## src/source/pcs_pkg.sv

```systemverilog
package pcs_pkg;

	////////////////////////////////////////////////////////////
	// Link status and negotiation types

	// Speed as resolved by autonegotiation
	typedef enum logic [1:0] {
		LINK_SPEED_10M   = 2'd0,
		LINK_SPEED_100M  = 2'd1,
		LINK_SPEED_1000M = 2'd2
	} link_speed_t;

	// Clause 37 style negotiation states
	typedef enum logic [2:0] {
		ANEG_ENABLE         = 3'd0,
		ANEG_RESTART        = 3'd1,
		ANEG_ABILITY_DETECT = 3'd2,
		ANEG_ACK_DETECT     = 3'd3,
		ANEG_COMPLETE_ACK   = 3'd4,
		ANEG_IDLE_DETECT    = 3'd5,
		ANEG_LINK_OK        = 3'd6
	} aneg_state_t;

	// Position inside a received /C/ ordered set
	typedef enum logic [1:0] {
		RX_SET_WAIT_K  = 2'd0,
		RX_SET_HEADER  = 2'd1,
		RX_SET_CFG_LO  = 2'd2,
		RX_SET_CFG_HI  = 2'd3
	} rx_set_state_t;

	// What the transmitter sends between frames
	typedef enum logic {
		TX_MODE_CONFIG = 1'b0,
		TX_MODE_IDLE   = 1'b1
	} tx_mode_t;

	////////////////////////////////////////////////////////////
	// Code groups, 8b/10b decoded

	localparam logic [7:0] K_28_5        = 8'hBC;
	localparam logic [7:0] D_21_5        = 8'hB5;
	localparam logic [7:0] D_2_2         = 8'h42;
	localparam logic [7:0] D_16_2        = 8'h50;
	localparam logic [7:0] K_27_7        = 8'hFB;
	localparam logic [7:0] K_29_7        = 8'hFD;
	localparam logic [7:0] K_30_7        = 8'hFE;
	localparam logic [7:0] GMII_PREAMBLE = 8'h55;

endpackage

```

## src/source/gig_basex_pcs.sv

```systemverilog
`timescale 1ns/1ns

module gig_basex_pcs
	import pcs_pkg::*;
#(
	parameter logic [31:0] link_timer_basex = 32'd1249999,
	parameter logic [31:0] link_timer_sgmii = 32'd249
) (
	input  wire         clk_125mhz,
	input  wire         rst_n,
	// High for SGMII, low for 1000BASE-X
	input  wire         sgmii_mode,
	input  wire         rx_valid,
	input  wire         rx_is_ctl,
	input  wire  [7:0]  rx_data,
	output logic        link_up,
	output link_speed_t link_speed,
	output logic        gmii_rx_en,
	output logic        gmii_rx_er,
	output logic [7:0]  gmii_rx_data,
	output logic        gmii_rx_dvalid,
	output logic        tx_is_ctl,
	output logic [7:0]  tx_data,
	output logic        tx_force_neg_disparity
);

	////////////////////////////////////////////////////////////
	// Negotiation path

	logic        cfg_valid;
	logic [15:0] cfg_word;
	logic        idle_match;
	tx_mode_t    tx_mode;
	logic [15:0] tx_config_word;

	pcs_rx_ordered_set u_rx_set (
		.clk_125mhz (clk_125mhz),
		.rst_n      (rst_n),
		.rx_valid   (rx_valid),
		.rx_is_ctl  (rx_is_ctl),
		.rx_data    (rx_data),
		.cfg_valid  (cfg_valid),
		.cfg_word   (cfg_word),
		.idle_match (idle_match)
	);

	pcs_aneg_fsm #(
		.link_timer_basex (link_timer_basex),
		.link_timer_sgmii (link_timer_sgmii)
	) u_aneg (
		.clk_125mhz     (clk_125mhz),
		.rst_n          (rst_n),
		.sgmii_mode     (sgmii_mode),
		.cfg_valid      (cfg_valid),
		.cfg_word       (cfg_word),
		.idle_match     (idle_match),
		.link_up        (link_up),
		.link_speed     (link_speed),
		.tx_mode        (tx_mode),
		.tx_config_word (tx_config_word)
	);

	pcs_tx_encoder u_tx (
		.clk_125mhz             (clk_125mhz),
		.rst_n                  (rst_n),
		.tx_mode                (tx_mode),
		.tx_config_word         (tx_config_word),
		.tx_is_ctl              (tx_is_ctl),
		.tx_data                (tx_data),
		.tx_force_neg_disparity (tx_force_neg_disparity)
	);

	////////////////////////////////////////////////////////////
	// Frame receive path

	pcs_rx_gmii u_rx_gmii (
		.clk_125mhz     (clk_125mhz),
		.rst_n          (rst_n),
		.rx_valid       (rx_valid),
		.rx_is_ctl      (rx_is_ctl),
		.rx_data        (rx_data),
		.gmii_rx_en     (gmii_rx_en),
		.gmii_rx_er     (gmii_rx_er),
		.gmii_rx_data   (gmii_rx_data),
		.gmii_rx_dvalid (gmii_rx_dvalid)
	);

endmodule

```

## src/source/pcs_aneg_fsm.sv

```systemverilog
`timescale 1ns/1ns

module pcs_aneg_fsm
	import pcs_pkg::*;
#(
	parameter logic [31:0] link_timer_basex = 32'd1249999,
	parameter logic [31:0] link_timer_sgmii = 32'd249
) (
	input  wire         clk_125mhz,
	input  wire         rst_n,
	input  wire         sgmii_mode,
	input  wire         cfg_valid,
	input  wire  [15:0] cfg_word,
	input  wire         idle_match,
	output logic        link_up,
	output link_speed_t link_speed,
	output tx_mode_t    tx_mode,
	output logic [15:0] tx_config_word
);

	// Our ability words
	localparam logic [15:0] ability_basex = 16'h0020;
	localparam logic [15:0] ability_sgmii = 16'h4000;

	aneg_state_t state;

	// Link timer, idle at zero, runs while nonzero
	logic [31:0] link_timer;
	logic [31:0] timer_target;
	logic        timer_done;

	// Three deep match filter
	logic [15:0] cfg_q;
	logic [15:0] cfg_q2;
	logic        cfg_match;
	logic        partner_reset;

	// 10 ms for 1000BASE-X, 2 us for SGMII at full length
	assign timer_target = sgmii_mode ? link_timer_sgmii : link_timer_basex;
	assign timer_done   = (link_timer == timer_target);

	// Partner restarted its own negotiation
	assign partner_reset = cfg_match && (cfg_q == 16'h0000);

	// Idles only once we are done with the /C/ exchange
	assign tx_mode = ((state == ANEG_IDLE_DETECT) || (state == ANEG_LINK_OK)) ?
		TX_MODE_IDLE : TX_MODE_CONFIG;

	always_ff @(posedge clk_125mhz or negedge rst_n) begin
		if (!rst_n) begin
			state          <= ANEG_ENABLE;
			link_timer     <= 32'd0;
			link_up        <= 1'b0;
			link_speed     <= LINK_SPEED_1000M;
			tx_config_word <= 16'h0000;
			cfg_q          <= 16'h0000;
			cfg_q2         <= 16'h0000;
			cfg_match      <= 1'b0;
		end else begin

			////////////////////////////////////////////////////////////
			// Timer and match filter

			if (link_timer != 32'd0)
				link_timer <= link_timer + 32'd1;
			if (timer_done)
				link_timer <= 32'd0;

			// Gigabit only in 1000BASE-X
			if (!sgmii_mode)
				link_speed <= LINK_SPEED_1000M;

			if (cfg_valid) begin
				cfg_q     <= cfg_word;
				cfg_q2    <= cfg_q;
				cfg_match <= (cfg_q == cfg_word) && (cfg_q2 == cfg_word);
			end

			////////////////////////////////////////////////////////////
			// Negotiation states

			case (state)
				ANEG_ENABLE: begin
					tx_config_word <= 16'h0000;
					link_timer     <= 32'd1;
					state          <= ANEG_RESTART;
				end

				// Send zeros for one timer period, then advertise
				ANEG_RESTART: begin
					if (timer_done) begin
						tx_config_word <= sgmii_mode ? ability_sgmii : ability_basex;
						state          <= ANEG_ABILITY_DETECT;
					end
				end

				ANEG_ABILITY_DETECT: begin
					if (cfg_match && (cfg_q != 16'h0000)) begin
						// Need three fresh words for the ACK
						cfg_q     <= 16'h0000;
						cfg_q2    <= 16'h0000;
						cfg_match <= 1'b0;
						state     <= ANEG_ACK_DETECT;
						// No full duplex from the partner
						if (sgmii_mode && !cfg_q[12])
							state <= ANEG_ENABLE;
						if (!sgmii_mode && !cfg_q[5])
							state <= ANEG_ENABLE;
					end
					// Partner without negotiation, idles only
					if (idle_match) begin
						link_up    <= 1'b1;
						link_timer <= 32'd1;
						state      <= ANEG_LINK_OK;
					end
				end

				ANEG_ACK_DETECT: begin
					tx_config_word[14] <= 1'b1;
					if (cfg_match && cfg_q[14]) begin
						// Speed code in bits 11:10, 3 is reserved
						if (sgmii_mode) begin
							case (cfg_q[11:10])
								2'd0:    link_speed <= LINK_SPEED_10M;
								2'd1:    link_speed <= LINK_SPEED_100M;
								default: link_speed <= LINK_SPEED_1000M;
							endcase
						end
						link_timer <= 32'd1;
						state      <= ANEG_COMPLETE_ACK;
					end
					if (partner_reset)
						state <= ANEG_ENABLE;
				end

				ANEG_COMPLETE_ACK: begin
					if (timer_done) begin
						if (cfg_match && cfg_q[14]) begin
							link_timer <= 32'd1;
							state      <= ANEG_IDLE_DETECT;
						end else begin
							state <= ANEG_ENABLE;
						end
					end
					if (partner_reset)
						state <= ANEG_ENABLE;
				end

				// Keep waiting in whole timer periods until idles match
				ANEG_IDLE_DETECT: begin
					if (timer_done) begin
						link_timer <= 32'd1;
						if (idle_match) begin
							link_up <= 1'b1;
							state   <= ANEG_LINK_OK;
						end
					end
					if (partner_reset)
						state <= ANEG_ENABLE;
				end

				ANEG_LINK_OK: begin
					if (idle_match)
						link_timer <= 32'd1;
					// Timeout or partner back in negotiation
					if (timer_done || cfg_valid) begin
						link_up <= 1'b0;
						state   <= ANEG_ENABLE;
					end
				end

				default: state <= ANEG_ENABLE;
			endcase
		end
	end

endmodule

```

## src/source/pcs_rx_gmii.sv

```systemverilog
`timescale 1ns/1ns

module pcs_rx_gmii
	import pcs_pkg::*;
(
	input  wire        clk_125mhz,
	input  wire        rst_n,
	input  wire        rx_valid,
	input  wire        rx_is_ctl,
	input  wire  [7:0] rx_data,
	output logic       gmii_rx_en,
	output logic       gmii_rx_er,
	output logic [7:0] gmii_rx_data,
	output logic       gmii_rx_dvalid
);

	logic is_sop;
	logic is_eop;
	logic is_err;

	assign is_sop = rx_is_ctl && (rx_data == K_27_7);
	assign is_eop = rx_is_ctl && (rx_data == K_29_7);
	assign is_err = rx_is_ctl && (rx_data == K_30_7);

	////////////////////////////////////////////////////////////
	// Frame delimiters

	always_ff @(posedge clk_125mhz or negedge rst_n) begin
		if (!rst_n) begin
			gmii_rx_en     <= 1'b0;
			gmii_rx_er     <= 1'b0;
			gmii_rx_dvalid <= 1'b0;
		end else begin
			// No valid group, no byte this cycle
			gmii_rx_dvalid <= rx_valid;
			if (rx_valid) begin
				if (!gmii_rx_en) begin
					if (is_sop) begin
						gmii_rx_en <= 1'b1;
						gmii_rx_er <= 1'b0;
					end
				end else if (is_eop) begin
					gmii_rx_en <= 1'b0;
					gmii_rx_er <= 1'b0;
				end else if (is_err) begin
					gmii_rx_er <= 1'b1;
				end
			end
		end
	end

	// /S/ stands in for the first preamble byte
	always_ff @(posedge clk_125mhz) begin
		if (rx_valid) begin
			if (!gmii_rx_en && is_sop)
				gmii_rx_data <= GMII_PREAMBLE;
			else if (gmii_rx_en && !rx_is_ctl)
				gmii_rx_data <= rx_data;
		end
	end

endmodule

```

## src/source/pcs_rx_ordered_set.sv

```systemverilog
`timescale 1ns/1ns

module pcs_rx_ordered_set
	import pcs_pkg::*;
(
	input  wire         clk_125mhz,
	input  wire         rst_n,
	input  wire         rx_valid,
	input  wire         rx_is_ctl,
	input  wire  [7:0]  rx_data,
	output logic        cfg_valid,
	output logic [15:0] cfg_word,
	output logic        idle_match
);

	rx_set_state_t set_state;

	// Low byte of the set in progress
	logic [7:0] cfg_lo;

	// Idle tracker
	logic       last_was_comma;
	logic [1:0] idle_count;

	// Decoded group types
	logic is_comma;
	logic is_cfg_header;
	logic is_idle_data;

	assign is_comma      = rx_is_ctl && (rx_data == K_28_5);
	assign is_cfg_header = !rx_is_ctl && ((rx_data == D_21_5) || (rx_data == D_2_2));
	assign is_idle_data  = !rx_is_ctl && (rx_data == D_16_2);

	////////////////////////////////////////////////////////////
	// /C1/ and /C2/ parser

	always_ff @(posedge clk_125mhz or negedge rst_n) begin
		if (!rst_n) begin
			set_state <= RX_SET_WAIT_K;
			cfg_valid <= 1'b0;
		end else begin
			cfg_valid <= 1'b0;
			if (rx_valid) begin
				case (set_state)
					RX_SET_WAIT_K: begin
						if (is_comma)
							set_state <= RX_SET_HEADER;
					end
					// D21.5 or D2.2, no check that they alternate
					RX_SET_HEADER: begin
						if (is_cfg_header)
							set_state <= RX_SET_CFG_LO;
						else if (!is_comma)
							set_state <= RX_SET_WAIT_K;
					end
					RX_SET_CFG_LO: begin
						if (is_comma)
							set_state <= RX_SET_HEADER;
						else if (rx_is_ctl)
							set_state <= RX_SET_WAIT_K;
						else
							set_state <= RX_SET_CFG_HI;
					end
					// Fourth group completes the word
					RX_SET_CFG_HI: begin
						if (is_comma) begin
							set_state <= RX_SET_HEADER;
						end else begin
							set_state <= RX_SET_WAIT_K;
							cfg_valid <= !rx_is_ctl;
						end
					end
					default: set_state <= RX_SET_WAIT_K;
				endcase
			end
		end
	end

	// Word bytes, low byte first on the wire
	always_ff @(posedge clk_125mhz) begin
		if (rx_valid && (set_state == RX_SET_CFG_LO))
			cfg_lo <= rx_data;
		if (rx_valid && (set_state == RX_SET_CFG_HI) && !rx_is_ctl)
			cfg_word <= {rx_data, cfg_lo};
	end

	////////////////////////////////////////////////////////////
	// /I2/ detection

	// Four /I2/ in a row with no /C/ set between them
	always_ff @(posedge clk_125mhz or negedge rst_n) begin
		if (!rst_n) begin
			last_was_comma <= 1'b0;
			idle_count     <= 2'd0;
			idle_match     <= 1'b0;
		end else begin
			if (rx_valid) begin
				last_was_comma <= is_comma;
				if (last_was_comma && is_idle_data) begin
					idle_count <= idle_count + 2'd1;
					if (idle_count == 2'd3)
						idle_match <= 1'b1;
				end
			end
			// A completed /C/ set starts the count again
			if (rx_valid && (set_state == RX_SET_CFG_HI) && !rx_is_ctl) begin
				idle_count <= 2'd0;
				idle_match <= 1'b0;
			end
		end
	end

endmodule

```

## src/source/pcs_tx_encoder.sv

```systemverilog
`timescale 1ns/1ns

module pcs_tx_encoder
	import pcs_pkg::*;
(
	input  wire         clk_125mhz,
	input  wire         rst_n,
	input  tx_mode_t    tx_mode,
	input  wire  [15:0] tx_config_word,
	output logic        tx_is_ctl,
	output logic [7:0]  tx_data,
	output logic        tx_force_neg_disparity
);

	// Free running group counter, one pass is /C1/ then /C2/
	logic [2:0] grp_cnt;

	// Mode of the set on the wire
	tx_mode_t cur_mode;
	tx_mode_t sel_mode;

	// New mode is taken only where both set types start
	assign sel_mode = (grp_cnt[1:0] == 2'd0) ? tx_mode : cur_mode;

	always_ff @(posedge clk_125mhz or negedge rst_n) begin
		if (!rst_n) begin
			grp_cnt                <= 3'd0;
			cur_mode               <= TX_MODE_CONFIG;
			tx_is_ctl              <= 1'b0;
			tx_data                <= 8'h00;
			tx_force_neg_disparity <= 1'b0;
		end else begin
			grp_cnt                <= grp_cnt + 3'd1;
			cur_mode               <= sel_mode;
			tx_is_ctl              <= 1'b0;
			tx_force_neg_disparity <= 1'b0;

			if (sel_mode == TX_MODE_IDLE) begin
				// /I2/ is K28.5 D16.2, comma on even counts
				if (!grp_cnt[0]) begin
					tx_data                <= K_28_5;
					tx_is_ctl              <= 1'b1;
					tx_force_neg_disparity <= 1'b1;
				end else begin
					tx_data <= D_16_2;
				end
			end else begin
				case (grp_cnt[1:0])
					2'd0: begin
						tx_data   <= K_28_5;
						tx_is_ctl <= 1'b1;
					end
					// /C1/ in the first half, /C2/ in the second
					2'd1:    tx_data <= grp_cnt[2] ? D_2_2 : D_21_5;
					2'd2:    tx_data <= tx_config_word[7:0];
					default: tx_data <= tx_config_word[15:8];
				endcase
			end
		end
	end

endmodule

```

## config.mk

```make
export PLATFORM = sky130hd
export DESIGN_NAME = gig_basex_pcs
export DESIGN_NICKNAME = d
export VERILOG_FILES = /design/src/source/pcs_pkg.sv /design/src/source/gig_basex_pcs.sv /design/src/source/pcs_aneg_fsm.sv /design/src/source/pcs_rx_gmii.sv /design/src/source/pcs_rx_ordered_set.sv /design/src/source/pcs_tx_encoder.sv
export SDC_FILE = /design/constraint.sdc
export NUM_CORES = 1
export LEC_CHECK = 0
export BUFFER_PORTS_ARGS = -buffer_cell sky130_fd_sc_hd__buf_4
export CAP_MARGIN = 5
export CORE_MARGIN = 5
export CORE_UTILIZATION = 50
export CTS_BUF_LIST = sky130_fd_sc_hd__clkbuf_8
export DETAILED_ROUTE_END_ITERATION = 8
export PLACE_DENSITY = 0.7
export SLEW_MARGIN = 30
export SYNTH_ARGS = -nofsm -noshare
export SYNTH_HDL_FRONTEND = slang
export SYNTH_SLANG_ARGS = --single-unit
```

## constraint.sdc

```tcl
create_clock -name clk_125mhz -period 2.5 [get_ports clk_125mhz]
set_clock_uncertainty 0.05 [all_clocks]
set_input_delay 0.125 -clock clk_125mhz [delete_from_list [all_inputs] [get_ports clk_125mhz]]
set_output_delay 0.125 -clock clk_125mhz [all_outputs]
set_load 0.02 [all_outputs]
```

==> flow_summary.ini <==
[clock_network]
cts.repair_timing.setup_buffer_count = 0
cts_made_buffers = 17
clock_latency_ns = 0.45
clk_pin_slew_worst_setup_hold_paths_ns = 0.08
clockBufferDepth = 2
tritoncts = built
tritoncts_num_sinks = 127
cts_max_level = 4
cts-root-buf = sky130_fd_sc_hd__clkbuf_8

[yosys]
synth-adder-area-share = 0.0147
post_synth_xor_area_fraction = 0.0633
yosysUniqueCellTypes = 52
post_synth_instance_area_mm2 = 0.00595
synth_top_family_by_area = simple AND/OR/NAND/NOR gates
top_ff_cell_synth = sky130_fd_sc_hd__dfrtp_1
synth_area_in_compound_gates = 0.0644
synth.mux.area_fraction = 0.0713
yosysWarnings = 0
yosysSeqAreaShare = 0.561
synthTopCellsByArea = sky130_fd_sc_hd__dfrtp_1 40%, sky130_fd_sc_hd__edfxtp_1 16%, sky130_fd_sc_hd__mux2i_1 6.6%
ys_async_sr_fraction = 0.748
synth_simple_gate_area_frac = 0.199
netlist.top_cell.by_area = sky130_fd_sc_hd__dfrtp_1
proportion_of_netlist_area_held_by_the_largest_area_contributor = 0.395
synthesis.nets = 567
synth_enable_flop_cells = 32
synthCells = 547
synthesis.area_per_instance_um2 = 10.9
ff_latch_count_synth = 127

[placement]
post_dp_cell_area_mm2 = 0.00658
portBuffers = 36
routabilityCongestion = 0.822
dp_hpwl_mm = 9.09
pre_cts_ws_ns = -0.0775
dp_cells = 739

[floorplanning]
fp.coreArea_mm2 = 0.0116
die_x_um = 119
placement_rows = 39
top_level_ports = 37
initial_utilization = 0.514
vertical_die_dimension_um = 119
fp.dieArea_mm2 = 0.0142

[cells_and_area]
post_layout_instance_count_excluding_filler_cells = 783
fraction_of_layout_instances_using_a_drive_strength_above_1 = 0.184
multiInputGateArea_mm2 = 0.00249
num_antenna_cells = 0
final_common_cell = sky130_fd_sc_hd__nor2_1
area_growth_syn_to_layout_pct = 19.8
sequential_cell_area_mm2 = 0.00334
leading_cell_types_in_the_layout_fill_and_taps_excluded = 98 x sky130_fd_sc_hd__nor2_1, 93 x sky130_fd_sc_hd__dfrtp_1, 70 x sky130_fd_sc_hd__buf_4
stdcell_area_mm2 = 0.00713
fillerInstances = 923
design.final.nets = 647

[sta]
finalMaxSlewViolations = 0
holdWs_ns = 0.194
layout_min_cycle_time_ns = 2.43
max_freq_ghz = 0.411
hold_violations = 0
worst-slew-pin-transition_ns = 0.654
fin_crit_sh = 0.973
timing.max_slew.rel_slack = 0.564
final-setup-viol-count = 0
postLayoutSetupSlackWorst_ns = 0.0667

[route]
wl_per_cell_um = 16.4
drc = 0
drt_pre_antenna_iters = 5
route.vias.total = 4409
wl_mm = 12.9
routed_via_density = 5.63
detail_route.iter0.violations = 304
drt.antenna.violating_nets = 0

[flow_run]
cap_violations = 0

[hold_path]
hold_class = primary input to async pin

[global_routing]
grt_first_pass_wirelength_mm = 21.7
global_route.usage.total = 0.192
grt_antenna_before_repair = 0
grt_max_degree = 51
grt_pass1_vias = 4514
grt_overflow = 0

[setup_path]
timing.rr.start = u_aneg.link_timer[27]$_DFF_PN0_
critical_path.startpoint_type = flop
timing.critical_path.arrival_ns = 2.72
worstPathRequired_ns = 2.79
worst-setup-path-type = flop to flop
crit-reg2reg-capture = u_aneg.state[0]$_DFFE_PN0P_
r2r_cells = 6
critical_path.max_fanout = 5
critical_path.endpoint_type = flop
reg2reg_slack_ns = 0.07

[power_and_ir_drop]
worst_ir_drop_vdd_mv = 0.382
powerDensity_mw_per_mm2 = 579
design_power_total_mw = 4.13
power_leakage_nw = 3.12

[status]
status = finished, final reports clean
sequential cells by signal, summed over array words and instances (netlist names), 2 cells and up:
signal,flops
u_tx.grp_cnt,3
u_aneg.state,3
u_rx_gmii.gmii_rx_data,8
u_rx_set.cfg_lo,8
u_rx_set.idle_count,2
u_aneg.tx_config_word,2
u_aneg.cfg_q2,16
u_tx.tx_data,7
u_aneg.cfg_q,16
u_aneg.link_speed,2
u_rx_set.cfg_word,16
u_aneg.link_timer,32
u_rx_set.set_state,2
what timing repair did:
action,CTS,global route
endpoints found under the setup margin,9,3
pin swaps,1,1
resized for setup,2,4
hold endpoints to repair,76,0
hold buffers,12,0
report_power, final:
group / internal, mW / switching (mW) / total [mW]
sequential: 2.16 / 0.0406 / 2.20
combinational: 0.0811 / 0.108 / 0.189
clock: 0.907 / 0.834 / 1.74
total: 3.15 / 0.982 / 4.13
logic make-up after synthesis:
| family | after synthesis |
|---|---|
| flops | 127 |
| buf+inv | 37 |
| simple gates | 237 |
| mux | 42 |
| xor+xnor | 43 |
| fa+ha+maj | 7 |
| compound gates | 54 |
layer usage:
layer	track usage	vias to the layer above	routed length (um)
li1	-	2102	-
met1	0.222	2185	5370
met2	0.336	105	6640
met3	0.0616	17	644
met4	0.0681	0	191
met5	0	-	0
cell usage after synthesis, types with 2 or more instances:
cell and n:
sky130_fd_sc_hd__nor2_1 98, sky130_fd_sc_hd__dfrtp_1 94, sky130_fd_sc_hd__mux2i_1 39, sky130_fd_sc_hd__edfxtp_1 32, sky130_fd_sc_hd__xor2_1 29, sky130_fd_sc_hd__nand3_1 22
sky130_fd_sc_hd__nand2_1 19, sky130_fd_sc_hd__nor3_1 18, sky130_fd_sc_hd__clkbuf_1 17, sky130_fd_sc_hd__and3_1 16, sky130_fd_sc_hd__inv_1 15, sky130_fd_sc_hd__xnor2_1 14
sky130_fd_sc_hd__a21oi_1 12, sky130_fd_sc_hd__nand4_1 12, sky130_fd_sc_hd__nor4_1 12, sky130_fd_sc_hd__and4_1 7, sky130_fd_sc_hd__ha_1 7, sky130_fd_sc_hd__nor2b_1 7
sky130_fd_sc_hd__o21ai_0 6, sky130_fd_sc_hd__a31oi_1 5, sky130_fd_sc_hd__buf_4 5, sky130_fd_sc_hd__nand2b_1 5, sky130_fd_sc_hd__o22ai_1 5, sky130_fd_sc_hd__or3_1 5
sky130_fd_sc_hd__and2_1 4, sky130_fd_sc_hd__a22o_1 3, sky130_fd_sc_hd__mux2_2 3, sky130_fd_sc_hd__o21a_1 3, sky130_fd_sc_hd__or2_2 3, sky130_fd_sc_hd__a211oi_1 2
sky130_fd_sc_hd__a221oi_1 2, sky130_fd_sc_hd__nand3b_1 2, sky130_fd_sc_hd__nor3b_1 2, sky130_fd_sc_hd__nor4b_1 2, sky130_fd_sc_hd__o41ai_1 2, sky130_fd_sc_hd__or4_4 2
stage by stage:
stage | TNS (ns) | utilization
2_1_floorplan | 0 | -
4_1_cts | 0 | 0.614
3_3_place_gp | -0.0590 | 0.569
6_report | 0 | 0.616
3_5_place_dp | -0.0883 | 0.569
5_1_grt | -0.0628 | 0.616
final cells by class:
cell class | count | area share
sequential | 127 | 0.469
clock inverter | 14 | 0.0200
timing repair buffer | 83 | 0.0934
multi-input combinational | 383 | 0.350
clock buffer | 18 | 0.0348
inverter | 15 | 0.00790
tap | 143 | 0.0251
worst max-delay path, stage by stage, from the launching register on:
cell	delay, ns
sky130_fd_sc_hd__dfrtp_1	0.39
sky130_fd_sc_hd__nor4_2	0.29
sky130_fd_sc_hd__nand4_1	0.14
sky130_fd_sc_hd__or4_4	0.48
sky130_fd_sc_hd__or4_4	0.49
sky130_fd_sc_hd__a21oi_4	0.17
sky130_fd_sc_hd__mux2_4	0.31
worst max-delay path by stage:
stage	from	endpoint	slack, ns
6_report	u_aneg.link_timer[27]$_DFF_PN0_	u_aneg.state[0]$_DFFE_PN0P_	0.07
5_1_grt	u_aneg.link_timer[12]$_DFF_PN0_	u_aneg.state[0]$_DFFE_PN0P_	-0.03
2_1_floorplan	u_aneg.link_timer[8]$_DFF_PN0_	u_aneg.state[0]$_DFFE_PN0P_	0.03
3_5_place_dp	u_aneg.link_timer[27]$_DFF_PN0_	u_aneg.state[0]$_DFFE_PN0P_	-0.08
3_3_place_gp	u_aneg.link_timer[27]$_DFF_PN0_	u_aneg.state[0]$_DFFE_PN0P_	-0.06
4_1_cts	u_aneg.link_timer[23]$_DFF_PN0_	u_aneg.tx_config_word[14]$_DFFE_PN0P_	0.03
(Power assumes the default switching activity.)
